==> config.mk <==
export PLATFORM = sky130hd
export DESIGN_NAME = stream_pipe_top
export DESIGN_NICKNAME = d
export VERILOG_FILES = /design/src/verilog/stream_pkg.sv /design/src/verilog/beat_packer.sv /design/src/verilog/packet_summarizer.sv /design/src/verilog/pipeline_chain.sv /design/src/verilog/pipeline_slice.sv /design/src/verilog/stream_pipe_top.sv
export VERILOG_INCLUDE_DIRS = /design/src /design/src/verilog
export SDC_FILE = /design/constraint.sdc
export NUM_CORES = 1
export LEC_CHECK = 0
export CORE_ASPECT_RATIO = 0.9
export CORE_MARGIN = 8
export CORE_UTILIZATION = 55
export DETAILED_ROUTE_END_ITERATION = 8
export DONT_BUFFER_PORTS = 1
export PLACE_DENSITY_LB_ADDON = 0.25
export SYNTH_ARGS = -nofsm -noshare
export SYNTH_HDL_FRONTEND = slang
export SYNTH_HIERARCHICAL = 1
export SYNTH_SLANG_ARGS = --single-unit
==> constraint.sdc <==
create_clock -name i_clk -period 9.92 [get_ports i_clk]
set_clock_uncertainty 0.2 [all_clocks]
set_input_delay 0.992 -clock i_clk [delete_from_list [all_inputs] [get_ports i_clk]]
set_output_delay 0.992 -clock i_clk [all_outputs]
set_load 0.03 [all_outputs]
==> src/verilog/stream_defines.svh <==
//////////////////////////////
// widths and depths shared by the stream pipeline
// beat width must stay 8 bytes while the mod field is 3 bits wide
//////////////////////////////

`ifndef STREAM_DEFINES_SVH
`define STREAM_DEFINES_SVH

// bytes per beat on every beat link
`define STREAM_DAT_BYTS 8

// control field width, carries the packet sequence number
`define STREAM_CTL_BITS 8

// modulo field, holds valid bytes of an eop beat with 0 meaning all
`define STREAM_MOD_BITS 3

// default number of register slices between packer and summarizer
`define STREAM_PIPE_STAGES 2

// summary record field widths
`define SUM_CNT_BITS 16
`define SUM_ACC_BITS 16

`endif

==> src/verilog/stream_pkg.sv <==
//////////////////////////////
// payload types for the beat links and the summary link
// field widths come from the shared defines header
//////////////////////////////

`include "stream_defines.svh"

package stream_pkg;

  //////////////////////////////
  // beat link payload
  //////////////////////////////

  typedef struct packed {
    // byte 0 sits in the low bits
    logic [`STREAM_DAT_BYTS*8-1:0] dat;
    // first beat of a packet
    logic                          sop;
    // last beat of a packet
    logic                          eop;
    // packet error, only meaningful on eop
    logic                          err;
    // valid bytes on eop modulo beat size
    logic [`STREAM_MOD_BITS-1:0]   mod;
    // packet sequence number
    logic [`STREAM_CTL_BITS-1:0]   ctl;
  } stream_beat_t;

  //////////////////////////////
  // summary link payload
  //////////////////////////////

  typedef struct packed {
    // copied from the ctl field of the packet
    logic [`STREAM_CTL_BITS-1:0] seq;
    // number of valid bytes in the packet
    logic [`SUM_CNT_BITS-1:0]    byte_cnt;
    // byte sum, wraps at 2^16
    logic [`SUM_ACC_BITS-1:0]    byte_sum;
    // any byte of the packet flagged err
    logic                        err;
  } pkt_summary_t;

endpackage
==> src/verilog/beat_packer.sv <==
//////////////////////////////
// packs a byte stream into 8 byte beats with framing fields
// bytes above mod in a short eop beat are stale, not zero
//////////////////////////////

`timescale 1ns/100ps

`include "stream_defines.svh"

module beat_packer import stream_pkg::*; (
  input  logic         i_clk,
  input  logic         i_rst_n,
  // byte link in
  input  logic         i_byte_val,
  input  logic [7:0]   i_byte_dat,
  input  logic         i_byte_last,
  input  logic         i_byte_err,
  output logic         o_byte_rdy,
  // beat link out
  output logic         o_beat_val,
  output stream_beat_t o_beat,
  input  logic         i_beat_rdy
);

  // position of the next byte within the beat
  logic [`STREAM_MOD_BITS-1:0]   byte_idx;
  logic [`STREAM_DAT_BYTS*8-1:0] acc_dat;
  logic [`STREAM_DAT_BYTS*8-1:0] nxt_dat;
  // sticky error for the open packet
  logic                          err_acc;
  // next issued beat opens a packet
  logic                          sop_pend;
  logic [`STREAM_CTL_BITS-1:0]   seq;

  logic         beat_val;
  stream_beat_t beat_q;

  logic byte_acc;
  logic beat_done;
  logic beat_take;

  assign o_beat_val = beat_val;
  assign o_beat     = beat_q;

  assign beat_take = beat_val & i_beat_rdy;
  // held low only while a finished beat is still waiting
  assign o_byte_rdy = ~beat_val | i_beat_rdy;
  assign byte_acc   = i_byte_val & o_byte_rdy;

  // beat closes on its 8th byte or on the packet's last byte
  assign beat_done = byte_acc &
    (i_byte_last | (byte_idx == `STREAM_MOD_BITS'(`STREAM_DAT_BYTS - 1)));

  // current beat contents with the incoming byte dropped in
  always_comb begin
    nxt_dat = acc_dat;
    nxt_dat[byte_idx*8 +: 8] = i_byte_dat;
  end

  //////////////////////////////
  // framing state
  //////////////////////////////

  always_ff @(posedge i_clk or negedge i_rst_n) begin
    if (!i_rst_n) begin
      beat_val <= 1'b0;
      byte_idx <= '0;
      err_acc  <= 1'b0;
      sop_pend <= 1'b1;
      seq      <= '0;
    end else begin
      if (beat_done) begin
        beat_val <= 1'b1;
      end else if (beat_take) begin
        beat_val <= 1'b0;
      end
      if (byte_acc) begin
        byte_idx <= beat_done ? '0 : byte_idx + 1'b1;
        // error is collected per packet, cleared on last
        err_acc  <= i_byte_last ? 1'b0 : (err_acc | i_byte_err);
        if (beat_done) begin
          sop_pend <= i_byte_last;
        end
        if (i_byte_last) begin
          seq <= seq + 1'b1;
        end
      end
    end
  end

  //////////////////////////////
  // beat payload
  //////////////////////////////

  always_ff @(posedge i_clk) begin
    if (byte_acc) begin
      acc_dat[byte_idx*8 +: 8] <= i_byte_dat;
    end
    if (beat_done) begin
      beat_q.dat <= nxt_dat;
      beat_q.sop <= sop_pend;
      beat_q.eop <= i_byte_last;
      beat_q.err <= err_acc | i_byte_err;
      // idx 7 wraps to 0, which marks a full beat
      beat_q.mod <= byte_idx + 1'b1;
      beat_q.ctl <= seq;
    end
  end

  // every freshly issued beat follows an accepted byte
  a_no_empty_beat: assert property (
    @(posedge i_clk) disable iff (!i_rst_n)
    (o_beat_val && (!$past(o_beat_val) || $past(i_beat_rdy)))
      |-> $past(i_byte_val && o_byte_rdy)
  ) else $error("beat_packer issued a beat with no bytes");

endmodule

==> src/verilog/packet_summarizer.sv <==
//////////////////////////////
// reduces each packet to one summary record
// input stalls while a summary is held and not taken
//////////////////////////////

`timescale 1ns/100ps

`include "stream_defines.svh"

module packet_summarizer import stream_pkg::*; (
  input  logic         i_clk,
  input  logic         i_rst_n,
  // beat link in
  input  logic         i_beat_val,
  input  stream_beat_t i_beat,
  output logic         o_beat_rdy,
  // summary link out
  output logic         o_sum_val,
  output pkt_summary_t o_sum,
  input  logic         i_sum_rdy
);

  // running totals for the open packet
  logic [`SUM_CNT_BITS-1:0] cnt_acc;
  logic [`SUM_ACC_BITS-1:0] sum_acc;
  // next accepted beat should open a packet
  logic                     expect_sop;

  logic [`STREAM_MOD_BITS:0] n_valid;
  logic [`SUM_ACC_BITS-1:0]  beat_sum;

  logic         sum_val;
  pkt_summary_t sum_q;
  logic         beat_acc;
  logic         sum_load;

  assign o_sum_val  = sum_val;
  assign o_sum      = sum_q;
  assign o_beat_rdy = ~sum_val | i_sum_rdy;
  assign beat_acc   = i_beat_val & o_beat_rdy;
  assign sum_load   = beat_acc & i_beat.eop;

  // valid bytes in this beat and their sum
  always_comb begin
    if (i_beat.eop && (i_beat.mod != '0)) begin
      n_valid = {1'b0, i_beat.mod};
    end else begin
      n_valid = (`STREAM_MOD_BITS + 1)'(`STREAM_DAT_BYTS);
    end
    beat_sum = '0;
    for (int k = 0; k < `STREAM_DAT_BYTS; k++) begin
      if (k < n_valid) begin
        beat_sum = beat_sum + `SUM_ACC_BITS'(i_beat.dat[k*8 +: 8]);
      end
    end
  end

  //////////////////////////////
  // accumulators
  //////////////////////////////

  always_ff @(posedge i_clk or negedge i_rst_n) begin
    if (!i_rst_n) begin
      sum_val    <= 1'b0;
      cnt_acc    <= '0;
      sum_acc    <= '0;
      expect_sop <= 1'b1;
    end else begin
      if (sum_load) begin
        sum_val <= 1'b1;
      end else if (i_sum_rdy) begin
        sum_val <= 1'b0;
      end
      if (beat_acc) begin
        expect_sop <= i_beat.eop;
        // eop totals go to the record, start over for the next packet
        cnt_acc <= i_beat.eop ? '0 : cnt_acc + n_valid;
        sum_acc <= i_beat.eop ? '0 : sum_acc + beat_sum;
      end
    end
  end

  // summary record, only written on an accepted eop beat
  always_ff @(posedge i_clk) begin
    if (sum_load) begin
      sum_q.seq      <= i_beat.ctl;
      sum_q.byte_cnt <= cnt_acc + n_valid;
      sum_q.byte_sum <= sum_acc + beat_sum;
      sum_q.err      <= i_beat.err;
    end
  end

  // sop appears exactly on the first beat after an eop
  a_sop_after_eop: assert property (
    @(posedge i_clk) disable iff (!i_rst_n)
    beat_acc |-> (i_beat.sop == expect_sop)
  ) else $error("packet_summarizer saw bad sop framing");

endmodule

==> src/verilog/pipeline_chain.sv <==
//////////////////////////////
// NUM_STAGES slices in series, latency equals NUM_STAGES
// depth 0 gives a combinational pass through with no registers
//////////////////////////////

`timescale 1ns/100ps

module pipeline_chain #(
  parameter type T          = logic [7:0],
  parameter int  NUM_STAGES = 1
) (
  input  logic i_clk,
  input  logic i_rst_n,
  // upstream side
  input  logic i_val,
  input  T     i_dat,
  output logic o_rdy,
  // downstream side
  output logic o_val,
  output T     o_dat,
  input  logic i_rdy
);

  generate
    if (NUM_STAGES == 0) begin : g_wire

      // no stages, link goes straight across
      assign o_val = i_val;
      assign o_dat = i_dat;
      assign o_rdy = i_rdy;

    end else begin : g_pipe

      // link k feeds stage k, link NUM_STAGES is the output
      logic [NUM_STAGES:0] stg_val;
      logic [NUM_STAGES:0] stg_rdy;
      T                    stg_dat [NUM_STAGES:0];

      assign stg_val[0] = i_val;
      assign stg_dat[0] = i_dat;
      assign o_rdy      = stg_rdy[0];

      for (genvar g = 0; g < NUM_STAGES; g++) begin : g_stage
        pipeline_slice #(
          .T (T)
        ) pipeline_slice_inst (
          .i_clk   (i_clk),
          .i_rst_n (i_rst_n),
          .i_val   (stg_val[g]),
          .i_dat   (stg_dat[g]),
          .o_rdy   (stg_rdy[g]),
          .o_val   (stg_val[g+1]),
          .o_dat   (stg_dat[g+1]),
          .i_rdy   (stg_rdy[g+1])
        );
      end

      assign o_val               = stg_val[NUM_STAGES];
      assign o_dat               = stg_dat[NUM_STAGES];
      assign stg_rdy[NUM_STAGES] = i_rdy;

    end
  endgenerate

endmodule

==> src/verilog/pipeline_slice.sv <==
//////////////////////////////
// one register stage on a val/rdy link, full throughput
// o_rdy comes from a flop, so a stalled beat lands in the skid entry
//////////////////////////////

`timescale 1ns/100ps

module pipeline_slice #(
  parameter type T = logic [7:0]
) (
  input  logic i_clk,
  input  logic i_rst_n,
  // upstream side
  input  logic i_val,
  input  T     i_dat,
  output logic o_rdy,
  // downstream side
  output logic o_val,
  output T     o_dat,
  input  logic i_rdy
);

  // main entry drives the output, skid entry catches one extra beat
  logic main_val;
  logic skid_val;
  T     main_dat;
  T     skid_dat;

  logic in_acc;
  logic main_load;

  // ready only while the skid entry is free, purely from a flop
  assign o_rdy = ~skid_val;
  assign o_val = main_val;
  assign o_dat = main_dat;

  assign in_acc = i_val & o_rdy;

  // main entry can take new data when empty or being drained
  assign main_load = ~main_val | i_rdy;

  //////////////////////////////
  // occupancy flags
  //////////////////////////////

  always_ff @(posedge i_clk or negedge i_rst_n) begin
    if (!i_rst_n) begin
      main_val <= 1'b0;
      skid_val <= 1'b0;
    end else begin
      if (main_load) begin
        // refill from skid first, upstream is held off meanwhile
        if (skid_val) begin
          main_val <= 1'b1;
          skid_val <= 1'b0;
        end else begin
          main_val <= in_acc;
        end
      end else if (in_acc) begin
        // output stalled, park the incoming beat
        skid_val <= 1'b1;
      end
    end
  end

  //////////////////////////////
  // payload registers
  //////////////////////////////

  always_ff @(posedge i_clk) begin
    if (main_load) begin
      main_dat <= skid_val ? skid_dat : i_dat;
    end
    // skid only captures while main is stuck and skid is empty
    if (!main_load && !skid_val) begin
      skid_dat <= i_dat;
    end
  end

  // a presented beat must not change or vanish until taken
  a_out_hold: assert property (
    @(posedge i_clk) disable iff (!i_rst_n)
    (o_val && !i_rdy) |=> (o_val && $stable(o_dat))
  ) else $error("pipeline_slice output changed while stalled");

endmodule

==> src/verilog/stream_pipe_top.sv <==
//////////////////////////////
// packer, slice chain, summarizer and output slice in a row
// no stall latency from last byte to summary is stages + 3
//////////////////////////////

`timescale 1ns/100ps

`include "stream_defines.svh"

module stream_pipe_top import stream_pkg::*; (
  input  logic         i_clk,
  input  logic         i_rst_n,
  // byte link in
  input  logic         i_byte_val,
  input  logic [7:0]   i_byte_dat,
  input  logic         i_byte_last,
  input  logic         i_byte_err,
  output logic         o_byte_rdy,
  // summary link out
  output logic         o_sum_val,
  output pkt_summary_t o_sum,
  input  logic         i_sum_rdy
);

  // packer to chain
  logic         pk_val;
  logic         pk_rdy;
  stream_beat_t pk_beat;
  // chain to summarizer
  logic         ch_val;
  logic         ch_rdy;
  stream_beat_t ch_beat;
  // summarizer to output slice
  logic         sm_val;
  logic         sm_rdy;
  pkt_summary_t sm_sum;

  beat_packer beat_packer_inst (
    .i_clk       (i_clk),
    .i_rst_n     (i_rst_n),
    .i_byte_val  (i_byte_val),
    .i_byte_dat  (i_byte_dat),
    .i_byte_last (i_byte_last),
    .i_byte_err  (i_byte_err),
    .o_byte_rdy  (o_byte_rdy),
    .o_beat_val  (pk_val),
    .o_beat      (pk_beat),
    .i_beat_rdy  (pk_rdy)
  );

  // long haul beat path
  pipeline_chain #(
    .T          (stream_beat_t),
    .NUM_STAGES (`STREAM_PIPE_STAGES)
  ) pipeline_chain_inst (
    .i_clk   (i_clk),
    .i_rst_n (i_rst_n),
    .i_val   (pk_val),
    .i_dat   (pk_beat),
    .o_rdy   (pk_rdy),
    .o_val   (ch_val),
    .o_dat   (ch_beat),
    .i_rdy   (ch_rdy)
  );

  packet_summarizer packet_summarizer_inst (
    .i_clk      (i_clk),
    .i_rst_n    (i_rst_n),
    .i_beat_val (ch_val),
    .i_beat     (ch_beat),
    .o_beat_rdy (ch_rdy),
    .o_sum_val  (sm_val),
    .o_sum      (sm_sum),
    .i_sum_rdy  (sm_rdy)
  );

  // registers the summary link toward the outside
  pipeline_slice #(
    .T (pkt_summary_t)
  ) pipeline_slice_inst (
    .i_clk   (i_clk),
    .i_rst_n (i_rst_n),
    .i_val   (sm_val),
    .i_dat   (sm_sum),
    .o_rdy   (sm_rdy),
    .o_val   (o_sum_val),
    .o_dat   (o_sum),
    .i_rdy   (i_sum_rdy)
  );

endmodule

## Word-level counts from Yosys, hierarchy flattened

Index checks and enable logic that the tools add are counted.

| storage, ports and cells | value |
|---|---|
| bits in registers | 629 |
| output and inout port bits | 43 |
| logic and storage cells | 149 |

| operators by class | value |
|---|---|
| $add $sub $neg | 12 |
| order comparisons | 8 |
| eq/ne operators | 2 |
| shift operators | 2 |
| mux-type cells | 30 |
| bitwise gates (word level) | 22 |
| reduce and logical (&&, ||, !) cells | 17 |

Operator list:

| cell | number |
|---|---|
| $mux W78 | 2 |
| $mux W16 | 9 |
| $add A16 B8 Y16 | 6 |
| $bwmux W64 | 1 |
| $shift A8 B34 Y64 const A | 1 |
| $shiftx A8 B34 Y64 | 1 |
| $mux W41 | 1 |
| $neg A6 Y34 | 1 |
| $add A16 B16 Y16 | 1 |
| $add A16 B4 Y16 | 1 |
| $lt A3 B4 Y1 const A | 4 |
| $mux W1 | 14 |
| $add A8 B8 Y9 | 1 |
| $add A8 B1 Y8 const B | 1 |
| $lt A1 B4 Y1 const A | 2 |
| $lt A2 B4 Y1 const A | 2 |
| $mux W8 | 1 |
| $not A1 Y1 | 8 |
| $reduce_bool A2 Y1 | 4 |
| $and A1 B1 Y1 | 7 |
| $or A1 B1 Y1 | 7 |
| $logic_not A1 Y1 | 6 |
| $logic_and A1 B1 Y1 | 4 |
| $mux W4 | 1 |
| other kinds (6) | 7 |

## Longest topological paths before layout

| depth | value |
|---|---|
| depth after elaboration | 21 |
| depth in mapped cells | 49 |
| depth with buffers taken out | 48 |

## Cells and area by module

Netlist, hierarchy kept.

By module, submodules not included:

| module | times used | cells each | area an instance (um^2) | sequential area each (um^2) |
|---|---|---|---|---|
| pipeline_slice (pipeline_chain_inst.g_pipe.g_stage[0].pipeline_slice_inst ...) | 2 | 251 | 6,093.3 | 4,734.5 |
| packet_summarizer | 1 | 791 | 7,199.4 | 2,057.0 |
| beat_packer | 1 | 332 | 6,150.9 | 4,615.7 |
| pipeline_slice (pipeline_slice_inst) | 1 | 136 | 3,224.3 | 2,512.4 |

## Worst setup path after synthesis

Ideal clock, no wire load.

| timing path | value |
|---|---|
| path kind | reg-to-reg |
| from | reg pipeline_chain_inst.g_pipe.g_stage[1].pipeline_slice_inst.main_dat (netlist bit pipeline_chain_inst/g_pipe.g_stage[1].pipeline_slice_inst/o_dat[9]) |
| to | reg packet_summarizer_inst.sum_acc[15] |
| setup time | 133 ps |
| data arrival time | 8,612 ps |
| required time | 9,587 ps |
| path slack | 975 ps |
| stages on the path, launching flop included | 46 |
| path buffers | 2 |
| clock period less this slack | 8,945 ps |
| cells stage by stage | edfxtp_1 buf_2 nor4bb_1 clkbuf_2 mux2_2 ha_1 inv_1 fa_1 nand2b_1 nand2_1 a21oi_1 xnor2_1 mux2_2 ha_1 o21a_1 o31a_1 a211oi_1 a21o_1 [... 10 more ...] mux2_2 ha_1 a21boi_0 a21oi_1 mux2_2 ha_1 a21o_1 a21oi_1 a21oi_1 a31oi_1 o21ai_1 xor2_1 ha_1 o311ai_0 o211ai_1 a21oi_1 mux2i_1 o21ai_0 |

| on the way | value |
|---|---|
| word-level cells in the longest chain between the ends | 21 |
| elaborated cells on any way between the ends | 28 |
| classes of those cells | add/sub (8); order compare (8); mux (10); reduce/logical (2) |

Ends and longest elaborated chain:

| element | line | source |
|---|---|---|
| from (decl) | pipeline_slice.sv:26 | `T main_dat;` |
| from (signal assigned) | pipeline_slice.sv:72 | `main_dat <= skid_val ? skid_dat : i_dat;` |
| $reduce_bool A3 Y1 | packet_summarizer.sv:45 | `if (i_beat.eop && (i_beat.mod != '0)) begin` |
| $logic_and A1 B1 Y1 | packet_summarizer.sv:45 |  |
| $mux W4 (*) | packet_summarizer.sv:45 |  |
| $lt A1 B4 Y1 | packet_summarizer.sv:52 | `if (k < n_valid) begin` |
| $mux W8 | packet_summarizer.sv:52 |  |
| $add A8 B8 Y9 | packet_summarizer.sv:53 | `` beat_sum = beat_sum + `SUM_ACC_BITS'(i_beat.dat[k*8 +: 8]); `` |
| $mux W16 | packet_summarizer.sv:52 |  |
| $add A16 B8 Y16 | packet_summarizer.sv:53 |  |
| [... 5 more ...] | - |  |
| $add A16 B8 Y16 | packet_summarizer.sv:53 |  |
| $mux W16 | packet_summarizer.sv:52 |  |
| $add A16 B8 Y16 | packet_summarizer.sv:53 |  |
| $mux W16 | packet_summarizer.sv:52 |  |
| $add A16 B8 Y16 | packet_summarizer.sv:53 |  |
| $mux W16 (*) | packet_summarizer.sv:52 |  |
| $add A16 B16 Y16 (*) | packet_summarizer.sv:78 | `sum_acc <= i_beat.eop ? '0 : sum_acc + beat_sum;` |
| $mux W16 (*) | packet_summarizer.sv:78 |  |
| to (signal assigned) | packet_summarizer.sv:78 |  |
| to (decl) | packet_summarizer.sv:25 | `` logic [`SUM_ACC_BITS-1:0] sum_acc; `` |

Mark *: on every way between the ends. The rest lies on a longest branch, timed or not.
A chain may end at the register's enable or synchronous reset.

## Final worst setup path

| timing path | value |
|---|---|
| from | reg pipeline_chain_inst.g_pipe.g_stage[1].pipeline_slice_inst.main_dat (netlist bit pipeline_chain_inst/g_pipe.g_stage[1].pipeline_slice_inst/o_dat[10]) |
| to | reg packet_summarizer_inst.sum_acc[14] |

Same word-level chain as after synthesis.

==> results.py <==
metrics = {
    "drt": {
        "drtIter0Drc": 875,
        "detail_route.vias_per_cell": 5.49,
        "vias": 13800,
        "wl_mm": 48.2,
        "dr.pass1.iters": 5,
        "postRouteAntennaNets": 0,
        "drc": 0,
        "wl_per_cell_um": 19.1,
    },
    "grt": {
        "grt_pass1_wl_mm": 77.2,
        "grt_pass1_vias": 13800,
        "grt-ovfl-total": 0,
        "grt_util_all_layers_pct": 16.0,
        "grt_max_degree": 81,
        "antenna_found_initial": 0,
    },
    "pwr": {
        "leakage_nw": 11.6,
        "p_comb_share_pct": 39.1,
        "ir_worst_vdd_v": 0.000350,
        "internal_power_mw": 6.07,
        "p_sw_mw": 3.10,
        "seq_power_share_pct": 37.2,
        "p_per_area_nw_per_um2": 295,
        "switching_share_pct": 33.8,
        "pwr-share-clk_pct": 23.7,
    },
    "setup_path": {
        "cp-endpoint": "packet_summarizer_inst/sum_acc[14]$_DFFE_PN0P_",
        "ff2ff_setup_slack_ps": 530,
        "reg2reg_to": "packet_summarizer_inst/sum_acc[14]$_DFFE_PN0P_",
        "end_kind": "flop",
        "slowest_stage": "edfxtp_1",
        "cp-start-kind": "flop",
        "cpMostUsedCell": "ha_1",
        "worst-path-max-fanout": 5,
        "worstPathRequired_ps": 10220,
        "path_class": "reg2reg",
        "arrival_ps": 9700,
        "r2r_cells": 45,
        "crit_path_max_incr_delay_ps": 450,
    },
    "sta": {
        "slew_headroom_pct": 18.4,
        "period_minus_slack_ps": 9390,
        "setup_violations": 0,
        "final_max_slew_viol_count": 0,
        "fin_crit_sh_pct": 94.7,
        "hold_viol": 0,
        "fmax_mhz": 106,
        "tightest_slew_ps": 1220,
        "setup_tns_ps": 0,
    },
    "floorplan": {
        "fp-row-count": 79,
        "fp.dieW_um": 256,
        "fp.dieH_um": 232,
        "start_util_pct": 55.4,
        "ios": 57,
        "die_area_sq_um": 59500,
        "core_area_sq_um": 51500,
    },
    "synthesis": {
        "yosys_warnings": 6,
        "synthesis.area_sq_um": 28500,
        "syn_inst": 1752,
        "syn_area_per_cell_sq_um": 16.3,
    },
    "layout": {
        "diodes": 0,
        "syn_to_final_growth_pct": 9.03,
        "fillers": 3764,
        "final_area_sq_um": 31100,
        "drive_above_1_share_pct": 24.5,
        "fin_nets": 1893,
    },
    "placed_design": {
        "io_buffers": 0,
        "placed_area_sq_um": 29000,
        "gp_congestion": 0.841,
        "hpwl_mm": 33.4,
    },
    "clocking": {
        "clk_pin_slew_ps": 60,
        "clock_sinks": 624,
        "cts_tree": "done",
        "clock_latency_ps": 620,
        "htreeDepth": 2,
        "clockRootBuffer": "clkbuf_16",
        "cts_inserted_buffers": 59,
        "cts_buffer_depth": 3,
    },
    "hold_path": {
        "hp-class": "in2async",
    },
    "run_status": {
        "run_status": "finished, final reports clean",
    },
    "run": {
        "maxCapViolations": 0,
    },
}
==> worst min-delay path by stage <==
stage / to / slack (ps) / start
after detailed placement: packet_summarizer_inst/o_sum[37]$_DFFE_PP_ / 210 / flop
after floorplan: packet_summarizer_inst/o_sum[0]$_DFFE_PP_ / 200 / flop
after CTS: pipeline_slice_inst/o_val$_DFFE_PN0P_ / 5 / i_rst_n
final: pipeline_slice_inst/o_val$_DFFE_PN0P_ / 40 / i_rst_n
after global routing: pipeline_slice_inst/o_val$_DFFE_PN0P_ / 30 / i_rst_n
after global placement: packet_summarizer_inst/o_sum[37]$_DFFE_PP_ / 200 / flop
==> metrics by stage <==
| stage | instances | setup WS [ps] | hold slack [ps] | total power, mW | util, % |
|---|---|---|---|---|---|
| 2_1_floorplan | 1753 | 975 | 200 | 6.24 | - |
| 3_3_place_gp | 2400 | 335 | 203 | 6.81 | 56.4 |
| 3_5_place_dp | 2400 | 32.1 | 205 | 6.95 | 56.4 |
| 4_1_cts | 2511 | 12.5 | 5.41 | 9.15 | 60.1 |
| 5_1_grt | 2522 | -29.9 | 25.3 | 9.77 | 60.4 |
| 6_report | 2522 | 528 | 35.3 | 9.17 | 60.4 |
==> per-layer routing <==
metal	track usage [%]	vias up	share of wire, %
met5	0	-	0
met4	4.90	0	2.5
met3	2.63	88	3.6
met2	25.4	239	47
met1	22.5	6796	47
li1	-	6711	-
==> layout make-up <==
class	instances	area [sq um]	share of cell area, %
tap	688	861	2.77
multi-input combinational	1014	9440	30.3
sequential	624	18500	59.4
inverter	55	206	0.663
clock inverter	31	315	1.01
clock buffer	79	1560	5.02
timing repair buffer	31	253	0.812
==> placed cells by master, fill, tap and decap left out, drive strengths merged, types with 6 or more instances in the layout <==
master / n
buf: 31
dfrtp: 52
xor2: 35
nand3: 20
o211ai: 6
a211oi: 12
clkbuf: 79
o21bai: 10
edfxtp: 572
a22o: 16
nor2: 68
a31oi: 11
o21a: 18
o21ai: 69
mux2: 267
nand2: 85
and2: 33
and3: 11
nor2b: 17
a21o: 18
mux2i: 19
nand4: 8
or2: 7
fa: 9
a21boi: 6
inv: 56
nor3: 20
nand2b: 11
ha: 85
a21oi: 44
xnor2: 43
nor3b: 6
clkinv: 22
==> worst max-delay path: cells and delay by family, from the launching register on <==
kind            cells  cell delay [ps]
xor+xnor            5              650
simple gates        7             1190
compound gates     19             3080
fa+ha+maj           8             2250
mux                 4             1200
buf+inv             2              280
flops               1              450
==> power groups by stage <==
| stage | registers (mW) | logic, mW | clock network, mW |
|---|---|---|---|
| global placement | 3.46 | 3.35 | 0 |
| detailed placement | 3.47 | 3.48 | 0 |
| floorplan | 3.42 | 2.82 | 0 |
| global route | 3.44 | 4.00 | 2.33 |
| CTS | 3.42 | 3.50 | 2.23 |
| finish | 3.42 | 3.58 | 2.17 |
==> repair_timing <==
item | 4_1_cts | 5_1_grt
setup endpoints to repair | 0 | 13
gates resized for setup | 0 | 30
hold buffers | 1 | 0
hold endpoints to repair | 52 | 0
buffers inserted | 0 | 11
Power figures use the tool's default switching activity.
